[src/include/cpu_core_cfg.svh]
////////////////////
// cpu core configuration
// widths, memory depths and the host window
////////////////////
`ifndef CPU_CORE_CFG_SVH
`define CPU_CORE_CFG_SVH

// datapath
`define CPU_XLEN 32
`define CPU_AW 16

// architectural registers
`define CPU_NREG 16

// local memories in words
`define CPU_IMEM_WORDS 256
`define CPU_DMEM_WORDS 256

// stores at or above this byte address go out to the host
`define CPU_HOST_BASE 16'h9000

`endif
[src/rtl/cpu_core_pkg.sv]
////////////////////
// cpu core types
// data types, opcodes and pipeline stage records
////////////////////
`include "cpu_core_cfg.svh"

package cpu_core_pkg;

    typedef logic [`CPU_XLEN-1:0]         word_t;
    typedef logic [`CPU_AW-1:0]           addr_t;
    typedef logic [$clog2(`CPU_NREG)-1:0] reg_idx_t;

    // instruction opcodes in bits 31:24
    typedef enum logic [7:0] {
        OP_NOP  = 8'h00,
        OP_ADD  = 8'h01,
        OP_SUB  = 8'h02,
        OP_AND  = 8'h03,
        OP_OR   = 8'h04,
        OP_XOR  = 8'h05,
        OP_ADDI = 8'h10,
        OP_LD   = 8'h20,
        OP_ST   = 8'h21,
        OP_BEQ  = 8'h30,
        OP_BNE  = 8'h31,
        OP_BLT  = 8'h32,
        OP_JMP  = 8'h33
    } opcode_t;

    typedef enum logic {
        MODE_LOAD = 1'b0,
        MODE_RUN  = 1'b1
    } run_mode_t;

    typedef struct packed {
        logic  en;
        addr_t addr;   // byte address
        word_t data;
    } load_t;

    typedef struct packed {
        addr_t addr;
        word_t data;
    } host_req_t;

    typedef struct packed {
        opcode_t alu_op;
        logic    imm_sel;     // b operand from immediate
        logic    reg_write;
        logic    mem_read;
        logic    mem_write;
        logic    branch;
        logic    flag_set;
    } ctrl_t;

    //////////////////// stage registers

    typedef struct packed {
        ctrl_t    ctrl;
        word_t    rs_val;
        word_t    rt_val;     // rd value for stores
        word_t    imm;
        reg_idx_t rd;
    } idex_t;

    typedef struct packed {
        ctrl_t    ctrl;
        word_t    result;
        word_t    st_data;
        reg_idx_t rd;
    } exmem_t;

    typedef struct packed {
        logic     we;
        reg_idx_t rd;
        word_t    result;
    } memwb_t;

    typedef struct packed {
        logic  valid;
        addr_t target;
    } redirect_t;

endpackage

[src/rtl/cpu_hazard.sv]
`timescale 1ns/1ns
////////////////////
// hazard detection
// raw and branch-in-flight stalls
////////////////////
module cpu_hazard import cpu_core_pkg::*; (
    input  word_t  instr,
    input  idex_t  idex,
    input  exmem_t exmem,
    output logic   rw_stall,
    output logic   jb_stall
);

    opcode_t  op;
    reg_idx_t rd, rs, rt;
    logic     use_rs, use_rt, use_rd;
    logic     is_jb;
    logic     hit_ex, hit_mem;

    assign op = opcode_t'(instr[31:24]);
    assign rd = instr[23:20];
    assign rs = instr[19:16];
    assign rt = instr[15:12];

    // which fields the decode instruction reads
    always_comb begin
        use_rs = 1'b0;
        use_rt = 1'b0;
        use_rd = 1'b0;
        is_jb  = 1'b0;
        case (op)
            OP_ADD, OP_SUB, OP_AND, OP_OR, OP_XOR: begin
                use_rs = 1'b1;
                use_rt = 1'b1;
            end
            OP_ADDI, OP_LD: use_rs = 1'b1;
            OP_ST: begin
                use_rs = 1'b1;
                use_rd = 1'b1;   // store source
            end
            OP_BEQ, OP_BNE, OP_BLT, OP_JMP: is_jb = 1'b1;
            default: is_jb = 1'b0;
        endcase
    end

    assign hit_ex  = idex.ctrl.reg_write && ((use_rs && rs == idex.rd) ||
                     (use_rt && rt == idex.rd) || (use_rd && rd == idex.rd));
    assign hit_mem = exmem.ctrl.reg_write && ((use_rs && rs == exmem.rd) ||
                     (use_rt && rt == exmem.rd) || (use_rd && rd == exmem.rd));

    assign rw_stall = hit_ex || hit_mem;          // writeback is covered by write-through
    assign jb_stall = is_jb || idex.ctrl.branch;

endmodule

[config.mk]
export PLATFORM = sky130hd
export DESIGN_NAME = cpu_hazard
export DESIGN_NICKNAME = d
export VERILOG_FILES = /design/src/rtl/cpu_core_pkg.sv /design/src/rtl/cpu_hazard.sv
export VERILOG_INCLUDE_DIRS = /design/src /design/src/include
export SDC_FILE = /design/constraint.sdc
export NUM_CORES = 1
export LEC_CHECK = 0
export ABC_AREA = 0
export BUFFER_PORTS_ARGS = -buffer_cell sky130_fd_sc_hd__buf_4
export CORE_AREA = 4 4 87 89
export DETAILED_ROUTE_END_ITERATION = 6
export DIE_AREA = 0 0 91 93
export SLEW_MARGIN = 40
export SYNTH_ARGS = -nofsm -noshare
export SYNTH_HDL_FRONTEND = slang
export SYNTH_SLANG_ARGS = --single-unit
[constraint.sdc]
create_clock -name vclk -period 1.2
set_clock_uncertainty 0.05 [all_clocks]
set_input_delay 0.12 -clock vclk [all_inputs]
set_output_delay 0.12 -clock vclk [all_outputs]
set_load 0.02 [all_outputs]
======== After elaboration in Yosys (flattened, before gate mapping) ========
Index checks and enable logic that the tools add are counted.
Widths: inputs -> output; s select.
word-level totals
  bits in registers ....................... 0
  input port bits ......................... 228
  output and inout bits ................... 2
  word-level logic and storage cells ...... 39
cells by class
  mux-type cells .......................... 4
  eq/ne operators ......................... 18
  reduce and logical (&&, ||, !) cells .... 17
operators with widths
  operator            count
  $eq 8x6->1 const B  6
  $eq 4x4->1          6
  $eq 8x2->1 const B  2
  $eq 8x3->1 const B  2
  $eq 8x1->1 const B  1
  $eq 8x5->1 const B  1
  $logic_and 1x1->1   8
  $reduce_or 8->1     1
  $logic_or 1x1->1    6
  $reduce_or 5->1     1
  $mux 1              4
  $reduce_or 4->1     1

======== Longest topological paths before layout ========
  depth after elaboration ................. 8
  depth in mapped cells ................... 5
  depth with buffers taken out ............ 5

======== Worst setup path after synthesis ========
No wires, ideal clock.
  path kind ............................... input to output
  from .................................... in instr[26]
  to ...................................... out rw_stall
  stages on the path ...................... 5
  arrival time ............................ 1100 ps
  slack ................................... -70 ps
  cells stage by stage .................... a211oi_1 -> nand2_1 -> a21boi_2 -> a211oi_2 -> o22ai_1
on the way
  longest elaborated chain between the ends .. 8
  elaborated cells on any way between the ends .. 26
RTL lines
  item                                                                 line                                text
  start, declared                                                      cpu_hazard.sv:7                     input word_t instr,
  $eq 8x6->1, or another cell as far along                             cpu_hazard.sv:31                    case (op)
  $reduce_or 8->1 (no source line) or $reduce_or 5->1 (tied branches)  -
  $mux 1                                                               cpu_hazard.sv:31
  $logic_and 1x1->1 (on tied branches)                                 -
  $logic_or 1x1->1 (on tied branches)                                  cpu_hazard.sv:46, cpu_hazard.sv:48
  $logic_or 1x1->1 (on tied branches)                                  cpu_hazard.sv:47, cpu_hazard.sv:49
  $logic_and 1x1->1 (on tied branches)                                 cpu_hazard.sv:46, cpu_hazard.sv:48
  $logic_or 1x1->1 *                                                   cpu_hazard.sv:51                    assign rw_stall = hit_ex || hit_mem;
  end, declared                                                        cpu_hazard.sv:10                    output logic rw_stall,
Every way passes the cells marked *; elsewhere a longest branch is shown, timed or not.

======== Worst setup path in the final report ========
  from .................................... in instr[24]
  to ...................................... out rw_stall
The elaborated chain is that of the path after synthesis.

==> results.json <==
{
  "cts-hold-fix-buffers": 0,
  "synth.most_common_cell": "xnor2_1",
  "place_ws_ns": -0.257,
  "slowest_delay_ns": 0.39,
  "crit_top_cell": "buf_6",
  "grt_max_degree": 5,
  "grt_pass1_vias": 577,
  "synth_top_area_share_pct": 33.6,
  "nets": 320,
  "syn_area_per_cell_um2": 7.86,
  "period_needed_ns": 1.39,
  "arrival_ns": 1.22,
  "placed_cells": 170,
  "avgRoutedWirePerCell_um": 10.2,
  "critPathRequiredTime_ns": 1.03,
  "finalSetupViolCount": 1,
  "dieArea_um2": 8460,
  "crit_path_top_delay_cell": "or3_4",
  "grt_usage_pct": 3.97,
  "leakage_nw": 0.311,
  "area_growth_pct": 105,
  "hold_path.class": "input pin to primary output",
  "worst_slew_pin_slew_ns": 0.350,
  "path_cells": "buf_6 -> or3_4 -> nand2_2 -> a21boi_2 -> a211oi_2 -> o22ai_2 -> buf_6",
  "wl_um": 1730,
  "ys_seq_area_share_pct": 0,
  "multi_input_area_um2": 445,
  "clkbuf_count": 0,
  "violations": "setup timing",
  "yosysWarnings": 0,
  "slew_headroom_pct": 76.4,
  "cp.buffers_inverters": 2,
  "die-height_um": 93,
  "antenna_left": 0,
  "critical_path.startpoint": "instr[24]",
  "rows": 30,
  "power_frac_seq_pct": 0,
  "drv_slew": 0,
  "min_from": "idex[101]",
  "cap_violations": 0,
  "vias_per_cell": 3.01,
  "synth_common_cells": "xnor2_1, xor2_1, nor2_1, nand4_1",
  "route.vias.total": 512,
  "yosysTopAreaCell": "xnor2_1",
  "grt_remaining_overflow": 0,
  "drive_above_1_share_pct": 57.8,
  "nFlopsAndLatches": 0,
  "p_int_w": 0.000148,
  "syn_nets": 281,
  "clkPwrFrac_pct": 0,
  "rsz0062_at_grt": "true",
  "worst_setup_path_start_kind": "input pin",
  "drc": 0,
  "n_antenna_cell": 0,
  "peakVddDrop_v": 0.000121,
  "drtIter0Drc": 7,
  "fin_cells": 170,
  "fin_ws_ns": -0.193,
  "setup-tns-final_ns": -0.193,
  "path_class": "input pin to primary output",
  "io_buffers": 33,
  "fmax_mhz": 718,
  "drtPass1Iterations": 2,
  "antenna_found_initial": 0,
  "cts_setup_buffers": 0,
  "io-pin-count": 230,
  "fillCellCount": 789,
  "hpwl_um": 1630,
  "p_sw_w": 0.000106,
  "crit_path_end_kind": "primary output",
  "run_status": "finished with violations",
  "fp.dieW_um": 91,
  "postSynthCellCount": 53,
  "place_congestion": 0.770,
  "netlist_area_um2": 417,
  "pwr-share-comb_pct": 100.0,
  "cp_max_fo": 3,
  "crit_family": "simple AND/OR/NAND/NOR gates",
  "regArea_um2": 0,
  "period_share_pct": 116,
  "hold_violations": 0,
  "power_density_nw_per_um2": 297,
  "power_w": 0.000254,
  "synth_cell_types": 19,
  "grt_first_pass_wirelength_um": 2820,
  "swShare_pct": 41.6,
  "synth.area.top_cells": "xnor2_1, xor2_1, nand4_1",
  "initial_core_util_pct": 6.17,
  "coreArea_um2": 6760
}
==> through the flow <==
| step | instance area (µm²) | hold slack [ns] | utilization, % |
|---|---|---|---|
| 3_3_place_gp | 801 | 0.489 | 11.9 |
| 3_5_place_dp | 801 | 0.489 | 11.9 |
| 2_1_floorplan | 423 | 0.331 | - |
| 5_1_grt | 853 | 0.509 | 12.6 |
| 6_report | 853 | 0.488 | 12.6 |
| 4_1_cts | 827 | 0.492 | 12.2 |
==> power groups by stage <==
stage | logic, W | registers (W) | clock network (W)
5_1_grt | 0.000277 | 0 | 0
3_3_place_gp | 0.000240 | 0 | 0
3_5_place_dp | 0.000241 | 0 | 0
4_1_cts | 0.000248 | 0 | 0
6_report | 0.000254 | 0 | 0
2_1_floorplan | 0.0000986 | 0 | 0
==> worst paths after layout <==
| path | cells after the start | slack [ns] | end |
|---|---|---|---|
| max | 7 | -0.19 | rw_stall |
| min | 3 | 0.49 | jb_stall |
==> routing by layer <==
metal | wire length (µm) | vias up | track usage [%] | part of all wire [%]
li1 | - | 260 | - | -
met1 | 689 | 228 | 4.75 | 40
met2 | 886 | 24 | 7.73 | 51
met3 | 153 | 0 | 0.805 | 8.8
met4 | 0 | 0 | 0 | 0
met5 | 0 | - | 0 | 0
==> cell type report <==
cell class | instances | share of cell area (%)
multi-input cells | 51 | 52.2
repair buffers | 37 | 35.2
inverters | 2 | 0.880
well taps | 80 | 11.7
==> logic make-up (layout without fill, tap and decap cells) <==
family,count (synthesis),in the layout,synth area share [%]
buffers and inverters,2,39,1.80
AO/OA/AOI/OAI,7,7,16.2
XOR/XNOR,24,24,50.5
AND/OR/NAND/NOR,20,20,31.5
==> cell usage in the layout, fill, tap and decap left out <==
master     n
a211oi_4   1
nor3_4     1
buf_4     31
a21boi_2   1
nor4_1     1
nor3b_2    1
nor2_1     4
nor4_2     1
a211oi_2   2
xor2_1     8
inv_1      2
or3_4      1
o22ai_2    1
and2b_1    2
nand4_1    5
a31o_2     1
o21ai_2    1
xnor2_1   16
nand3_2    1
nand2_2    1
buf_6      6
nor2_2     2
==> worst min-delay path, cell delays in order <==
cell and delay [ns]:
buf_4 0.08, a31o_2 0.09, buf_4 0.13
==> repair_timing <==
action                                  4_1_cts  5_1_grt
endpoints found under the setup margin        1        1
pin swaps                                     4        8
endpoints found under the hold margin         0        0
gates resized for setup                       7        6
No activity file was read; power rests on OpenSTA's default activity.
