==> src/include/cpu_core_cfg.svh <==
////////////////////
// cpu core configuration
// widths, memory depths and the host window
////////////////////
`ifndef CPU_CORE_CFG_SVH
`define CPU_CORE_CFG_SVH

// datapath
`define CPU_XLEN 32
`define CPU_AW 16

// architectural registers
`define CPU_NREG 16

// local memories in words
`define CPU_IMEM_WORDS 256
`define CPU_DMEM_WORDS 256

// stores at or above this byte address go out to the host
`define CPU_HOST_BASE 16'h9000

`endif
==> src/rtl/cpu_core_pkg.sv <==
////////////////////
// cpu core types
// data types, opcodes and pipeline stage records
////////////////////
`include "cpu_core_cfg.svh"

package cpu_core_pkg;

    typedef logic [`CPU_XLEN-1:0]         word_t;
    typedef logic [`CPU_AW-1:0]           addr_t;
    typedef logic [$clog2(`CPU_NREG)-1:0] reg_idx_t;

    // instruction opcodes in bits 31:24
    typedef enum logic [7:0] {
        OP_NOP  = 8'h00,
        OP_ADD  = 8'h01,
        OP_SUB  = 8'h02,
        OP_AND  = 8'h03,
        OP_OR   = 8'h04,
        OP_XOR  = 8'h05,
        OP_ADDI = 8'h10,
        OP_LD   = 8'h20,
        OP_ST   = 8'h21,
        OP_BEQ  = 8'h30,
        OP_BNE  = 8'h31,
        OP_BLT  = 8'h32,
        OP_JMP  = 8'h33
    } opcode_t;

    typedef enum logic {
        MODE_LOAD = 1'b0,
        MODE_RUN  = 1'b1
    } run_mode_t;

    typedef struct packed {
        logic  en;
        addr_t addr;   // byte address
        word_t data;
    } load_t;

    typedef struct packed {
        addr_t addr;
        word_t data;
    } host_req_t;

    typedef struct packed {
        opcode_t alu_op;
        logic    imm_sel;     // b operand from immediate
        logic    reg_write;
        logic    mem_read;
        logic    mem_write;
        logic    branch;
        logic    flag_set;
    } ctrl_t;

    //////////////////// stage registers

    typedef struct packed {
        ctrl_t    ctrl;
        word_t    rs_val;
        word_t    rt_val;     // rd value for stores
        word_t    imm;
        reg_idx_t rd;
    } idex_t;

    typedef struct packed {
        ctrl_t    ctrl;
        word_t    result;
        word_t    st_data;
        reg_idx_t rd;
    } exmem_t;

    typedef struct packed {
        logic     we;
        reg_idx_t rd;
        word_t    result;
    } memwb_t;

    typedef struct packed {
        logic  valid;
        addr_t target;
    } redirect_t;

endpackage

==> src/rtl/cpu_execute.sv <==
`timescale 1ns/1ns
`include "cpu_core_cfg.svh"
////////////////////
// execute stage
// alu, zf/nf flags, branch resolution and ex/mem register
////////////////////
module cpu_execute import cpu_core_pkg::*; (
    input  logic      clk,
    input  logic      rst_n,
    input  idex_t     idex,
    input  logic      freeze,
    output redirect_t redirect,
    output exmem_t    exmem
);

    word_t a, b;
    word_t result;
    logic  zf, nf;
    logic  taken;

    assign a = idex.rs_val;
    assign b = idex.ctrl.imm_sel ? idex.imm : idex.rt_val;

    always_comb begin
        case (idex.ctrl.alu_op)
            OP_ADD, OP_ADDI, OP_LD, OP_ST: result = a + b;   // loads and stores add the offset
            OP_SUB:  result = a - b;
            OP_AND:  result = a & b;
            OP_OR:   result = a | b;
            OP_XOR:  result = a ^ b;
            default: result = '0;
        endcase
    end

    //////////////////// flags

    always_ff @(posedge clk or negedge rst_n) begin
        if (!rst_n) begin
            zf <= 1'b0;
            nf <= 1'b0;
        end else if (!freeze && idex.ctrl.flag_set) begin
            zf <= (result == '0);
            nf <= result[`CPU_XLEN-1];
        end
    end

    // branches see the flags of the last alu op
    always_comb begin
        case (idex.ctrl.alu_op)
            OP_BEQ:  taken = zf;
            OP_BNE:  taken = !zf;
            OP_BLT:  taken = nf;
            OP_JMP:  taken = 1'b1;
            default: taken = 1'b0;
        endcase
    end

    assign redirect.valid  = idex.ctrl.branch && taken;
    assign redirect.target = idex.imm[`CPU_AW-1:0];   // immediate is the byte target

    always_ff @(posedge clk or negedge rst_n) begin
        if (!rst_n) begin
            exmem <= '0;
        end else if (!freeze) begin
            exmem.ctrl    <= idex.ctrl;
            exmem.result  <= result;
            exmem.st_data <= idex.rt_val;
            exmem.rd      <= idex.rd;
        end
    end

    // a redirect comes only from a pure branch control
    a_redirect_branch : assert property (@(posedge clk) disable iff (!rst_n)
        redirect.valid |-> !idex.ctrl.reg_write && !idex.ctrl.mem_write
                           && !idex.ctrl.flag_set);

endmodule

==> config.mk <==
export PLATFORM = sky130hd
export DESIGN_NAME = cpu_execute
export DESIGN_NICKNAME = d
export VERILOG_FILES = /design/src/rtl/cpu_core_pkg.sv /design/src/rtl/cpu_execute.sv
export VERILOG_INCLUDE_DIRS = /design/src /design/src/include
export SDC_FILE = /design/constraint.sdc
export NUM_CORES = 1
export LEC_CHECK = 0
export ABC_CLOCK_PERIOD_IN_PS = 4140
export BUFFER_PORTS_ARGS = -buffer_cell sky130_fd_sc_hd__buf_4
export CAP_MARGIN = 20
export CELL_PAD_IN_SITES_DETAIL_PLACEMENT = 1
export CELL_PAD_IN_SITES_GLOBAL_PLACEMENT = 2
export CORE_ASPECT_RATIO = 1.5
export CORE_MARGIN = 3
export CORE_UTILIZATION = 34
export DETAILED_ROUTE_END_ITERATION = 8
export PLACE_DENSITY_LB_ADDON = 0.1
export SLEW_MARGIN = 20
export SYNTH_ARGS = -nofsm -noshare
export SYNTH_HDL_FRONTEND = slang
export SYNTH_SLANG_ARGS = --single-unit
==> constraint.sdc <==
create_clock -name clk -period 4.14 [get_ports clk]
set_input_delay 0.621 -clock clk [delete_from_list [all_inputs] [get_ports clk]]
set_output_delay 0.621 -clock clk [all_outputs]
set_load 0.02 [all_outputs]
# Word level (Yosys, flattened, before mapping)
# Index checks and enable logic that the tools add are counted.
[totals]
register_bits = 84
in_bits = 117
wordCells = 38
[classes]
addsub = 2
n_eq_ne = 12
n_mux = 3
n_bitwise = 3
n_reduce_logical = 6
[ops]
columns = ["operator", "count"]
rows = [
  ["case mux 32 bit (5 select lines)", 1],
  ["equality test 8 x 6 -> 1 bit (second input constant)", 6],
  ["adder 32 bit", 1],
  ["bitwise AND 32 bit", 1],
  ["logical NOT 32 bit", 1],
  ["2-to-1 mux 32 bit", 1],
  ["bitwise OR 32 bit", 1],
  ["subtractor 32 bit", 1],
  ["XOR 32 bit", 1],
  ["equality test 8 x 2 -> 1 bit (second input constant)", 2],
  ["equality test 8 x 3 -> 1 bit (second input constant)", 2],
  ["equality test 8 x 1 -> 1 bit (second input constant)", 1],
  ["equality test 8 x 5 -> 1 bit (second input constant)", 1],
  ["case mux 1 bit (4 select lines)", 1],
  ["OR reduction 4 bit", 1],
  ["logical AND 1 bit", 2],
  ["logical NOT 1 bit", 2],
]

# Longest topological paths before layout
[depth]
word_depth = 4
ltp_mapped = 26
depth_no_buf = 21

# Worst setup path before layout
# Ideal clock, no wire load.
[synth_path]
path_type = "input to register"
start = "in idex[105] (netlist name)"
end = "reg zf"
setup_ps = 103
arrival_time_ps = 6647
required_ps = 4037
path_slack_ps = -2611
cell_stages = 26
n_path_buf = 5
path_cell_list = "buf_2 > buf_2 > buf_2 > buf_1 > buf_1 > mux2i_1 > ha_1 > o211ai_1 > nor2_1 > nand3_1 > nor2b_1 > nand2_1 > nor3_1 > a21oi_1 > xnor2_1 > ha_1 > and3_1 > and3_1 > and4_1 > o21a_1 > a311oi_1 > xor2_1 > o21ai_0 > or3_1 > or4_1 > o41ai_2"
[synth_via]
elab_chain_len = 4
elab_cells_between_ends = 8
classes_between = "2 x add/sub; 2 x mux; 3 x bitwise; 1 x reduce/logical"
[synth_rtl]
columns = ["item", "line", "source"]
rows = [
  ["start, declared", "cpu_execute.sv:10", "input idex_t idex,"],
  ["2-to-1 mux 32 bit *", "cpu_execute.sv:22", "assign b = idex.ctrl.imm_sel ? idex.imm : idex.rt_val;"],
  ["subtractor 32 bit (tied with other cells)", "cpu_execute.sv:27", "OP_SUB: result = a - b;"],
  ["case mux 32 bit (5 select lines) *", "cpu_execute.sv:25", "case (idex.ctrl.alu_op)"],
  ["logical NOT 32 bit *", "cpu_execute.sv:42", "zf <= (result == '0);"],
  ["end signal, assigned", "cpu_execute.sv:42", ""],
  ["end, declared", "cpu_execute.sv:18", "logic zf, nf;"],
]
# Mark *: on every way between the ends. The rest lies on a longest branch, timed or not.
# A chain may end at the register's enable or synchronous reset.

# Worst setup path after layout
# Ends and elaborated chain as after synthesis.

==> summary.md <==
| Metric | Value |
|---|---|
| Status | complete, but fails checks |
| Failing checks | negative setup slack |
| Fin crit period | approximately 4.7 ns |
| Count leader, synth | ha_1 |
| Synth-to-Final Area Change | 60.2% |
| Yosys top cell by area | dfrtp_1 |
| Worst slew margin | 0.393 |
| Synth top area share | 0.256 |
| Port bufs | between 200 and 250 |
| Largest fanout on the critical path | 8 |
| Commonest cells in the netlist | ha_1, inv_1, dfrtp_1, nand2_1, mux2_2 |
| Top cells by area, synth | dfrtp_1, ha_1, mux2_2 |
| Final setup violating endpoints | 6 |
| Core area | roughly 24000 µm² |
| FILL cells | about 2800 |
| Drt first pass iters | 4 |
| Synth Instances | 947 |
| Synthesized area | roughly 8200 µm² |
| Worst-Margin Slew | 0.911 ns |
| CTS sink count | 84 |
| Register area share after synthesis | 0.256 |
| Fmax | 212 MHz |
| Drt total wl | roughly 35000 µm |
| Hold Path Class | in2async |
| Gr ovfl total | 0 |
| CTS buffer count | 9 |
| Via Count | 8879 |
| Maximum root-to-sink buffer count | 2 |
| Final Cycle Share | 1.14 |
| Leak Pwr | roughly 6.5 nW |
| Clock-pin slew of the registers on the worst-case setup and hold paths | roughly 0.070 ns |
| Wire length per cell | just over 20 µm |
| Die area | 26100 µm² |
| Die X | 133 µm |
| TritonCTS clock tree | done |
| CP arrival | 4.98 ns |
| Post-DP HPWL | 28100 µm |
| Share of cells above drive strength 1 | 0.495 |
| Main synth FF type | dfrtp_1 |
| Avg Cell Area, Syn | 8.68 µm² |
| Initial antenna violation count | 0 |
| Io pins | 216 |
| Total Power | 0.00330 W |
| GP Congestion | 0.915 |
| Post-synth EDFFs | 0 |
| Synth Register Bits | 84 |
| Clk_skew | 0 ns |
| Total of max-cap violations | 0 |
| Max-slew violations | 0 |
| Vias per Instance | 5.16 |
| Placed Cells | 1676 |
| Number of diodes | 0 |
| Initial Util | 0.346 |
| Reg2Reg Depth | 1 |
| WS Path Type | in2reg |
| Net count after synthesis | 1162 |
| Hold Fails Final Rpt | 0 |
| DRT antenna net count | 0 |
| CTS HTree Levels | 3 |
| 1st-iter DRT viols | about 350 |
| Endpoint class of the critical path | register |
| Clock root buffer | clkbuf_16 |
| Asr flop ratio synth | 1.00 |
| Total GRT Usage | 0.264 |
| Req. time, crit path | roughly 4.4 ns |
| Synth Warn # | 0 |
| Die height | 196 µm |
| Nets | 1611 |
| Setup TNS | -1.25 ns |
| Maximum vdd drop | 0.202 mV |
| Post-route insts no fill | ~1700 |
| CP Launch Type | input port |
| Vias in the first global route | 9713 |
| RSZ-0062 raised after global routing | true |
| Global-route wire length before repair | 53000 µm |
| DP Worst Slack | -1.30 ns |
| Residual DRC count | 0 |
| Worst skew pair latency | 0.37 ns |
| Netlist cell types | 63 |
| Setup slack after layout | -0.575 ns |
| Number of placement rows | 69 |
| Largest net degree at the start of global routing | 64 |
| Power Density | 251 nW/µm² |
[worst max-delay path, stage by stage]
cell      delay [ns]
buf_12          0.11
mux2i_4         0.27
ha_4            0.16
o211ai_1        0.14
nor2_2          0.20
nand3_2         0.17
nor2b_4         0.18
nand2_4         0.08
nor3_4          0.26
buf_4           0.16
buf_6           0.10
buf_4           0.09
buf_4           0.11
a21oi_2         0.05
xnor2_1         0.12
ha_1            0.35
and4_1          0.17
o21a_1          0.11
a311oi_2        0.29
xor2_1          0.18
o21ai_1         0.10
or3_1           0.32
or4_4           0.43
o41ai_4         0.21
[area by class of cell]
type	count	area, µm²	area share
timing repair buffer	502	3890	0.296
multi-input combinational	712	6160	0.468
clock buffer	9	225	0.0171
inverter	87	327	0.0248
clock inverter	7	62.6	0.00475
sequential	84	2100	0.160
tap	319	399	0.0303
[repair_timing]
item                                    4_1_cts  5_1_grt
gates resized for setup                      69       69
buffers inserted                             24       15
pin swaps                                    55       46
hold buffers                                  0        0
endpoints found under the setup margin       16       11
[report_power, final]
| group | switching (W) | total, W | internal, W |
|---|---|---|---|
| logic | 0.000775 | 0.00154 | 0.000766 |
| registers | 0.0000334 | 0.000915 | 0.000881 |
| clock network | 0.000419 | 0.000843 | 0.000424 |
| total | 0.00123 | 0.00330 | 0.00207 |
[layer usage]
metal,share of wire,track usage,wire length [µm],vias up
li1,-,-,-,4244
met1,0.32,0.243,11400,4431
met2,0.61,0.560,21500,144
met3,0.021,0.0309,735,60
met4,0.043,0.117,1500,0
met5,0,0,0,-
[cell usage in the layout, fill, tap and decap left out, drive strengths merged, types with 8 or more instances in the layout]
| cell type | netlist | routed |
|---|---|---|
| o21ai | 70 | 70 |
| clkbuf | 35 | 9 |
| inv | 87 | 93 |
| xor2 | 9 | 9 |
| xnor2 | 47 | 47 |
| nor3 | 20 | 20 |
| and3 | 9 | 9 |
| dfrtp | 84 | 84 |
| nor2 | 43 | 43 |
| a21oi | 57 | 57 |
| nand4 | 14 | 14 |
| buf | 29 | 502 |
| ha | 97 | 97 |
| mux2 | 71 | 71 |
| nand3 | 11 | 11 |
| a31oi | 8 | 8 |
| o21a | 8 | 8 |
| mux2i | 42 | 42 |
| nand2 | 72 | 72 |
| nor4 | 8 | 8 |
| a211oi | 14 | 14 |
| a22oi | 21 | 21 |
| o211ai | 9 | 9 |
[cell families after synthesis]
logic type | synth area share
compound gates | 0.182
flops | 0.256
fa+ha+maj | 0.150
xor+xnor | 0.0597
buf+inv | 0.0781
mux | 0.148
simple gates | 0.126
[worst paths after layout]
check,startpoint,endpoint,slack [ns]
min in group clk,idex[0],exmem[0],0.48
min,rst_n,exmem[31],0.35
max,idex[105],zf,-0.57
max reg2reg,exmem[52],exmem[52],3.35
max in group asynchronous,rst_n,exmem[16],2.90
min reg2reg,exmem[30],exmem[30],0.51
[registers in the layout (all words and copies together) (netlist names)]
signal	count
exmem	82
nf	1
zf	1
[metrics by stage]
step           utilization  area [µm²]  hold WS, ns
5_1_grt              0.554       13200        0.420
3_5_place_dp         0.507       12000        0.494
6_report             0.554       13200        0.350
4_1_cts              0.537       12800        0.397
2_1_floorplan            -        8410        0.325
3_3_place_gp         0.507       12000        0.476
Power figures use the tool's default switching activity.
